$ cat config.mk
export PLATFORM = sky130hd
export DESIGN_NAME = game_top
export DESIGN_NICKNAME = d
export VERILOG_FILES = /design/src/design/game_pkg.sv /design/src/design/cmd_encoder.sv /design/src/design/cmd_fifo.sv /design/src/design/game_core.sv /design/src/design/status_display.sv /design/src/design/game_top.sv
export SDC_FILE = /design/constraint.sdc
export NUM_CORES = 1
export LEC_CHECK = 0
export BUFFER_PORTS_ARGS = -buffer_cell sky130_fd_sc_hd__clkbuf_2
export CAP_MARGIN = 15
export CORE_ASPECT_RATIO = 1.1
export CORE_MARGIN = 3
export CORE_UTILIZATION = 50
export CTS_BUF_LIST = sky130_fd_sc_hd__clkbuf_4 sky130_fd_sc_hd__clkbuf_8 sky130_fd_sc_hd__clkbuf_16
export CTS_CLUSTER_SIZE = 40
export DETAILED_ROUTE_END_ITERATION = 12
export GPL_TIMING_DRIVEN = 1
export HOLD_SLACK_MARGIN = 0.03
export PLACE_DENSITY = 0.68
export SKIP_LAST_GASP = 1
export SYNTH_ARGS = -nofsm -noshare
export SYNTH_HDL_FRONTEND = slang
export SYNTH_SLANG_ARGS = --single-unit
$ cat constraint.sdc
create_clock -name clk -period 5.57 [get_ports clk]
set_input_delay 0.2785 -clock clk [delete_from_list [all_inputs] [get_ports clk]]
set_output_delay 0.2785 -clock clk [all_outputs]
set_load 0.02 [all_outputs]
$ cat src/design/game_pkg.sv
package game_pkg;

    //============================================================
    // game constants
    //============================================================
    localparam int EVENT_COUNT    = 13;   // one per command kind
    localparam int FIFO_DEPTH     = 8;

    localparam int SCREEN_W       = 640;
    localparam int SCREEN_H       = 480;
    localparam int PLAYER_START_X = 320;
    localparam int PLAYER_START_Y = 240;
    localparam int MOVE_STEP      = 5;    // also the edge margin

    localparam int VOL_MIN        = 1;
    localparam int VOL_MAX        = 5;
    localparam int VOL_RESET      = 3;

    localparam int SCORE_MAX      = 99;
    localparam int WIN_SCORE      = 10;
    localparam int HEALTH_START   = 50;
    localparam int PLAYER_DAMAGE  = 2;

    //============================================================
    // types
    //============================================================
    typedef enum logic [2:0] {
        menu_idle,
        menu_tutorial,
        game_running,
        game_win,
        game_pause,
        game_lose
    } game_state_t;

    // order sets the encoder priority, lowest first
    typedef enum logic [3:0] {
        cmd_move_up,
        cmd_move_down,
        cmd_move_left,
        cmd_move_right,
        cmd_btn_up,
        cmd_btn_down,
        cmd_select,
        cmd_back,
        cmd_pause_on,
        cmd_pause_off,
        cmd_hit_enemy,
        cmd_hit_shooter,
        cmd_hit_player
    } cmd_kind_t;

    typedef struct packed {
        logic key_w;
        logic key_a;
        logic key_s;
        logic key_d;
        logic btn_up;
        logic btn_down;
        logic btn_select;
        logic btn_back;
        logic pause_sw;
        logic hit_enemy;
        logic hit_shooter;
        logic hit_player;
    } raw_inputs_t;

    typedef logic [9:0] coord_t;

    typedef struct packed {
        coord_t x;
        coord_t y;
    } pos_t;

    typedef struct packed {
        game_state_t state;
        logic [3:0]  volume;
        logic [7:0]  score;
        logic [7:0]  health;
        pos_t        pos;
    } core_status_t;

endpackage

$ cat src/design/cmd_encoder.sv
`timescale 1ns/1ps

module cmd_encoder (
    input  logic                   clk,
    input  logic                   rst,
    input  game_pkg::raw_inputs_t  inputs,
    output logic                   cmd_valid,
    output game_pkg::cmd_kind_t    cmd,
    input  logic                   cmd_ready
);
    import game_pkg::*;

    raw_inputs_t             prev;       // levels from the last cycle
    logic [EVENT_COUNT-1:0]  pending;    // seen but not yet presented
    logic [EVENT_COUNT-1:0]  edges;
    logic [EVENT_COUNT-1:0]  avail;
    cmd_kind_t               pick_kind;
    logic                    pick_any;
    logic                    load;

    //============================================================
    // edge detection
    //============================================================
    always_comb begin
        raw_inputs_t rise;
        raw_inputs_t fall;
        rise = inputs & ~prev;
        fall = ~inputs & prev;
        edges = '0;
        edges[cmd_move_up]     = rise.key_w;
        edges[cmd_move_down]   = rise.key_s;
        edges[cmd_move_left]   = rise.key_a;
        edges[cmd_move_right]  = rise.key_d;
        edges[cmd_btn_up]      = rise.btn_up;
        edges[cmd_btn_down]    = rise.btn_down;
        edges[cmd_select]      = rise.btn_select;
        edges[cmd_back]        = rise.btn_back;
        edges[cmd_pause_on]    = rise.pause_sw;
        edges[cmd_pause_off]   = fall.pause_sw;    // switch released
        edges[cmd_hit_enemy]   = rise.hit_enemy;
        edges[cmd_hit_shooter] = rise.hit_shooter;
        edges[cmd_hit_player]  = rise.hit_player;
        // same kind still waiting at the output, fold it in
        if (cmd_valid && !cmd_ready) begin
            edges[cmd] = 1'b0;
        end
    end

    assign avail = pending | edges;
    assign load  = !cmd_valid || cmd_ready;   // output slot free this edge

    // fixed priority, lowest kind wins
    always_comb begin
        pick_any  = |avail;
        pick_kind = cmd_move_up;
        for (int i = EVENT_COUNT - 1; i >= 0; i--) begin
            if (avail[i]) pick_kind = cmd_kind_t'(4'(i));
        end
    end

    always_ff @(posedge clk or posedge rst) begin
        if (rst) begin
            prev      <= '0;
            pending   <= '0;
            cmd_valid <= 1'b0;
            cmd       <= cmd_move_up;
        end else begin
            prev <= inputs;
            if (load) begin
                cmd_valid <= pick_any;
                cmd       <= pick_kind;
                pending   <= avail;
                if (pick_any) pending[pick_kind] <= 1'b0;
            end else begin
                pending <= avail;    // hold output, keep collecting
            end
        end
    end

endmodule

$ cat src/design/cmd_fifo.sv
`timescale 1ns/1ps

module cmd_fifo (
    input  logic                 clk,
    input  logic                 rst,
    input  logic                 in_valid,
    output logic                 in_ready,
    input  game_pkg::cmd_kind_t  in_cmd,
    output logic                 out_valid,
    input  logic                 out_ready,
    output game_pkg::cmd_kind_t  out_cmd
);
    import game_pkg::*;

    cmd_kind_t                       mem [FIFO_DEPTH];
    logic [$clog2(FIFO_DEPTH)-1:0]   wr_ptr;
    logic [$clog2(FIFO_DEPTH)-1:0]   rd_ptr;
    logic [$clog2(FIFO_DEPTH):0]     count;
    logic                            do_write;
    logic                            do_read;

    assign in_ready  = (count != FIFO_DEPTH);
    assign out_valid = (count != 0);
    assign out_cmd   = mem[rd_ptr];

    assign do_write = in_valid && in_ready;
    assign do_read  = out_valid && out_ready;

    // storage
    always_ff @(posedge clk) begin
        if (do_write) mem[wr_ptr] <= in_cmd;
    end

    // pointers wrap on their own, depth is a power of two
    always_ff @(posedge clk or posedge rst) begin
        if (rst) begin
            wr_ptr <= '0;
            rd_ptr <= '0;
            count  <= '0;
        end else begin
            if (do_write) wr_ptr <= wr_ptr + 1'b1;
            if (do_read) rd_ptr <= rd_ptr + 1'b1;
            case ({do_write, do_read})
                2'b10:   count <= count + 1'b1;
                2'b01:   count <= count - 1'b1;
                default: count <= count;    // both or neither
            endcase
        end
    end

endmodule

$ cat src/design/game_core.sv
`timescale 1ns/1ps

module game_core (
    input  logic                   clk,
    input  logic                   rst,
    input  logic                   cmd_valid,
    output logic                   cmd_ready,
    input  game_pkg::cmd_kind_t    cmd,
    output game_pkg::core_status_t status
);
    import game_pkg::*;

    game_state_t  state;
    logic         menu_sel;       // 0 start game, 1 tutorial
    logic         entry;          // first cycle of a new game
    logic [3:0]   volume;
    logic [7:0]   score;
    logic [7:0]   health;
    pos_t         pos;
    logic         accept;
    logic [7:0]   score_enemy;
    logic [7:0]   score_shooter;
    logic [7:0]   health_hit;

    assign cmd_ready = !entry;
    assign accept    = cmd_valid && cmd_ready;

    // saturated hit results
    always_comb begin
        score_enemy   = (score >= 8'(SCORE_MAX - 1)) ? 8'(SCORE_MAX) : score + 8'd1;
        score_shooter = (score >= 8'(SCORE_MAX - 2)) ? 8'(SCORE_MAX) : score + 8'd2;
        health_hit    = (health > 8'(PLAYER_DAMAGE)) ? health - 8'(PLAYER_DAMAGE) : 8'd0;
    end

    //============================================================
    // state machine and play state
    //============================================================
    always_ff @(posedge clk or posedge rst) begin
        if (rst) begin
            state    <= menu_idle;
            menu_sel <= 1'b0;
            entry    <= 1'b0;
            volume   <= 4'(VOL_RESET);
            score    <= '0;
            health   <= 8'(HEALTH_START);
            pos.x    <= coord_t'(PLAYER_START_X);
            pos.y    <= coord_t'(PLAYER_START_Y);
        end else if (entry) begin
            // fresh game, nothing consumed this cycle
            entry  <= 1'b0;
            score  <= '0;
            health <= 8'(HEALTH_START);
            pos.x  <= coord_t'(PLAYER_START_X);
            pos.y  <= coord_t'(PLAYER_START_Y);
        end else if (accept) begin
            case (state)
                menu_idle: begin
                    if (cmd == cmd_btn_up) menu_sel <= 1'b0;
                    if (cmd == cmd_btn_down) menu_sel <= 1'b1;
                    if (cmd == cmd_select) begin
                        state <= menu_sel ? menu_tutorial : game_running;
                        entry <= !menu_sel;
                    end
                end
                game_running: begin
                    case (cmd)
                        cmd_move_up:
                            if (pos.y >= coord_t'(2 * MOVE_STEP))
                                pos.y <= pos.y - coord_t'(MOVE_STEP);
                        cmd_move_down:
                            if (pos.y <= coord_t'(SCREEN_H - 2 * MOVE_STEP))
                                pos.y <= pos.y + coord_t'(MOVE_STEP);
                        cmd_move_left:
                            if (pos.x >= coord_t'(2 * MOVE_STEP))
                                pos.x <= pos.x - coord_t'(MOVE_STEP);
                        cmd_move_right:
                            if (pos.x <= coord_t'(SCREEN_W - 2 * MOVE_STEP))
                                pos.x <= pos.x + coord_t'(MOVE_STEP);
                        cmd_btn_up:
                            if (volume < 4'(VOL_MAX)) volume <= volume + 4'd1;
                        cmd_btn_down:
                            if (volume > 4'(VOL_MIN)) volume <= volume - 4'd1;
                        cmd_pause_on:
                            state <= game_pause;
                        cmd_hit_enemy: begin
                            score <= score_enemy;
                            if (score_enemy >= 8'(WIN_SCORE)) state <= game_win;
                        end
                        cmd_hit_shooter: begin
                            score <= score_shooter;
                            if (score_shooter >= 8'(WIN_SCORE)) state <= game_win;
                        end
                        cmd_hit_player: begin
                            health <= health_hit;
                            if (health_hit == 8'd0) state <= game_lose;
                        end
                        default: ;    // dropped
                    endcase
                end
                game_pause: begin
                    if (cmd == cmd_pause_off) state <= game_running;
                end
                menu_tutorial, game_win, game_lose: begin
                    if (cmd == cmd_back) state <= menu_idle;
                end
                default: state <= menu_idle;
            endcase
        end
    end

    always_comb begin
        status.state  = state;
        status.volume = volume;
        status.score  = score;
        status.health = health;
        status.pos    = pos;
    end

endmodule

$ cat src/design/status_display.sv
`timescale 1ns/1ps

module status_display (
    input  logic                   clk,
    input  logic                   rst,
    input  game_pkg::core_status_t status,
    output logic [15:0]            led,
    output logic [15:0]            status_bcd
);
    import game_pkg::*;

    logic [15:0] led_next;
    logic [15:0] bcd_next;

    // volume bar, lit only while a game is on screen
    always_comb begin
        if (status.state == game_running || status.state == game_pause) begin
            led_next = (16'd1 << status.volume) - 16'd1;
        end else begin
            led_next = '0;
        end
    end

    //============================================================
    // health and score digits
    //============================================================
    always_comb begin
        bcd_next = {4'(status.health / 8'd10), 4'(status.health % 8'd10),
                    4'(status.score / 8'd10), 4'(status.score % 8'd10)};
        if (status.state == game_win) begin
            bcd_next = '0;    // blank on win
        end
    end

    always_ff @(posedge clk or posedge rst) begin
        if (rst) begin
            led        <= '0;
            status_bcd <= '0;
        end else begin
            led        <= led_next;
            status_bcd <= bcd_next;
        end
    end

endmodule

$ cat src/design/game_top.sv
`timescale 1ns/1ps

module game_top (
    input  logic                  clk,
    input  logic                  rst,
    input  game_pkg::raw_inputs_t inputs,
    output logic [15:0]           led,
    output logic [15:0]           status_bcd,
    output game_pkg::game_state_t game_state,
    output game_pkg::pos_t        player_pos
);
    import game_pkg::*;

    logic          enc_valid;     // encoder to queue
    logic          enc_ready;
    cmd_kind_t     enc_cmd;
    logic          q_valid;       // queue to core
    logic          q_ready;
    cmd_kind_t     q_cmd;
    core_status_t  status;

    cmd_encoder cmd_encoder_i (
        .clk       (clk),
        .rst       (rst),
        .inputs    (inputs),
        .cmd_valid (enc_valid),
        .cmd       (enc_cmd),
        .cmd_ready (enc_ready)
    );

    cmd_fifo cmd_fifo_i (
        .clk       (clk),
        .rst       (rst),
        .in_valid  (enc_valid),
        .in_ready  (enc_ready),
        .in_cmd    (enc_cmd),
        .out_valid (q_valid),
        .out_ready (q_ready),
        .out_cmd   (q_cmd)
    );

    game_core game_core_i (
        .clk       (clk),
        .rst       (rst),
        .cmd_valid (q_valid),
        .cmd_ready (q_ready),
        .cmd       (q_cmd),
        .status    (status)
    );

    status_display status_display_i (
        .clk        (clk),
        .rst        (rst),
        .status     (status),
        .led        (led),
        .status_bcd (status_bcd)
    );

    assign game_state = status.state;
    assign player_pos = status.pos;

endmodule

==> results_dict.tcl <==
set metrics [dict create \
    cts_setup_buffers 0 \
    synth_edf_count 32 \
    skew_ns 0.0113 \
    synth_top_family_by_area "compound AO/OA/AOI/OAI gates" \
    hp-class "in -> async" \
    grt_max_degree 75 \
    fp.dieW_um 138 \
    synth_flop_cell "dfrtp_1" \
    root_buffer "clkbuf_16" \
    wirelength_mm 21.8 \
    syn_area_um2 9580 \
    area_growth_pct 11.4 \
    cellPowerDensity_nw_per_um2 635 \
    cap_violations 0 \
    dpl_cell_area_um2 9950 \
    fmax_mhz 204 \
    synth_warnings 0 \
    coreArea_um2 18600 \
    place.gp.congestion 0.882 \
    synth-seq-area-share_pct 40.7 \
    port_buffers 68 \
    slowest_delay_ns 0.71 \
    cts_tree "done" \
    drive_gt1_share_pct 15.4 \
    hold_violations 0 \
    grt_pass1_wl_mm 36.9 \
    ir_worst_vdd_uv 311 \
    drc 0 \
    path_buf_inv 2 \
    fp.dieArea_um2 20900 \
    worst-setup-path-type "reg -> reg" \
    crit_required_ns 5.87 \
    fill_cells 1676 \
    finalNetCount 1134 \
    synth-xor-area-share_pct 3.74 \
    vias_per_cell 5.88 \
    worstMarginPinSlew_ns 1.14 \
    rsz0062_at_grt "no" \
    finalPower_uw 6770 \
    yosys.area_share.adder_pct 6.48 \
    cp.arrival_ns 5.20 \
    slew_headroom_pct 24.0 \
    rows 52 \
    crit_chain "inv_1 -> ha_1 -> or4b_1 -> a221o_1 -> a2111oi_4 -> o21ai_0 -> nand2_1 -> a221oi_2 -> nor4_2 -> a211oi_1 -> nor3_1 -> inv_1 -> ha_1 -> o21a_1 -> a2111oi_1" \
    syn-instance-count 1031 \
    fin_crit_sh_pct 88.0 \
    cts_made_buffers 17 \
    stdcell_count 1329 \
    grt_pass1_vias 7542 \
    synthArstFlopShare_pct 78.5 \
    io_pins 69 \
    finalMaxSlewViolations 0 \
    post-place-cells 1285 \
    post-route-util_pct 57.3 \
    grt_overflow 0 \
    initial_core_util_pct 51.5 \
    mostFrequentLayoutCell "dfrtp_1" \
    critPathMaxFanout 12 \
    dr.pass1.iters 5 \
    wl_per_cell_um 16.4 \
    drt_iter0_markers 500 \
    synth_area_leader_cell "dfrtp_1" \
    fin_crit_ns 4.90 \
    clockBufferDepth 2 \
    path_delay_family "compound AO/OA/AOI/OAI gates" \
    antenna_found_initial 0 \
    synth_area_leaders "dfrtp_1 (28%), edfxtp_1 (10%), ha_1 (5.7%)" \
    cts.htree.levels 4 \
    synth_compound_area_share_pct 19.6 \
    hpwlAfterDp_mm 15.4 \
    end_kind "flip-flop" \
    worst_path_max_delay_cell "a2111oi_4" \
    status "completed" \
    num_antenna_cells 0 \
    final_cell_area_um2 10700 \
    die_h_um 151 \
    clk_pin_slew_ns 0.06 \
    synth.area.mux_share_pct 4.19 \
    yosys.area_share.simple_pct 18.8 \
    synth_top_area_share_pct 27.7 \
    syn_nets 1092 \
    ys_ff_latch 149 \
    grtUsageTotal_pct 22.0 \
    setup_viol 0 \
    start_kind "flip-flop" \
    layout_common_cells "dfrtp_1 (106), nand2_1 (84), nor2_1 (76), a21oi_1 (72), clkbuf_2 (68)" \
    p_leak_uw 0.00447 \
    clkSinkCount 149 \
    synth.avg_cell_area_um2 9.29 \
    vias 7817 \
    setup-tns-final_ns 0 \
    insertion_delay_ns 0.43 \
    ys_types 91 \
    ant_nets 0 \
]
-- path summary, 6_finish.rpt --
kind / start / to / slack (ns) / cells after the start
min in group clk: cmd_encoder_i.pending[12] / cmd_encoder_i.cmd_valid / 0.49 / 2
min reg2reg: cmd_encoder_i.pending[12] / cmd_encoder_i.cmd_valid / 0.49 / 2
max in group asynchronous: rst / status_display_i.status_bcd[12] / 4.39 / 3
max: game_core_i.score[1] / status_display_i.status_bcd[2] / 0.67 / 15
max reg2reg: game_core_i.score[1] / status_display_i.status_bcd[2] / 0.67 / 15
min: rst / game_core_i.status[13] / 0.01 / 2
-- cell usage after synthesis, types with 8 or more instances --
cell,count
dfrtp_1,106
nand2_1,84
nor2_1,76
a21oi_1,72
inv_1,66
o21ai_0,65
ha_1,44
clkbuf_1,39
edfxtp_1,32
nand3_1,29
xnor2_1,28
nor3_1,27
a31oi_1,23
buf_4,23
nand2b_1,21
nor2b_1,15
nor4_1,13
mux2i_1,12
nand4_1,12
a211oi_1,11
dfstp_2,11
xor2_1,11
or3_1,10
a21o_1,9
mux2_2,9
o31ai_1,9
and2_1,8
mux4_2,8
-- worst register-to-register path: cells and delay by family, from the launching register on --
family	cells	cell delay [ns]
simple gates	4	1.49
flops	1	0.37
fa+ha+maj	2	0.56
buf+inv	2	0.28
compound gates	7	2.09
-- layer usage --
| metal | GRT usage (%) | up-vias | part of all wire (%) |
|---|---|---|---|
| met4 | 8.25 | 0 | 2.2 |
| met2 | 36.9 | 185 | 51 |
| met1 | 28.1 | 3755 | 43 |
| met5 | 0 | - | 0 |
| met3 | 4.12 | 38 | 4.1 |
| li1 | - | 3839 | - |
-- flip-flops by register name, indices dropped and copies added (netlist names), 4 cells and up --
signal / flops
cmd_encoder_i.cmd: 4
cmd_encoder_i.pending: 13
cmd_fifo_i.count: 4
game_core_i.health: 8
game_core_i.volume: 4
status_display_i.status_bcd: 16
game_core_i.score: 8
cmd_encoder_i.prev: 12
game_core_i.status: 20
status_display_i.led: 16
cmd_fifo_i.mem: 32
-- where the power goes --
group	internal, uW	total (uW)	switching [uW]
Clock	681	1160	481
Sequential	1540	1960	419
Combinational	1490	3650	2170
-- kinds of logic after synthesis --
group	count (synthesis)
adder cells (fa/ha/maj)	48
buffers and inverters	136
XOR/XNOR	40
AND/OR/NAND/NOR	348
AO/OA/AOI/OAI	281
multiplexers	29
flip-flops	149
-- cell type report --
cell class,instances,area [um^2],area share [%]
clock buffers,19,447,4.19
multi-input cells,746,5060,47.5
inverters,66,250,2.35
clock inverters,13,145,1.36
flip-flops and latches,149,3900,36.6
well taps,243,304,2.85
repair buffers,93,556,5.21
-- what timing repair did --
item,4_1_cts,5_1_grt
gates resized for setup,0,1
hold buffers,12,0
hold endpoints to repair,12,0
setup endpoints to repair,0,1
-- stage by stage --
step | setup slack [ns] | hold WS (ns)
after CTS | 0.580 | 0.0604
final | 0.670 | 0.0136
after detailed placement | 0.598 | 0.409
after global routing | 0.194 | 0.103
after global placement | 0.693 | 0.406
after floorplan | 0.910 | 0.310
(Power assumes the default switching activity.)
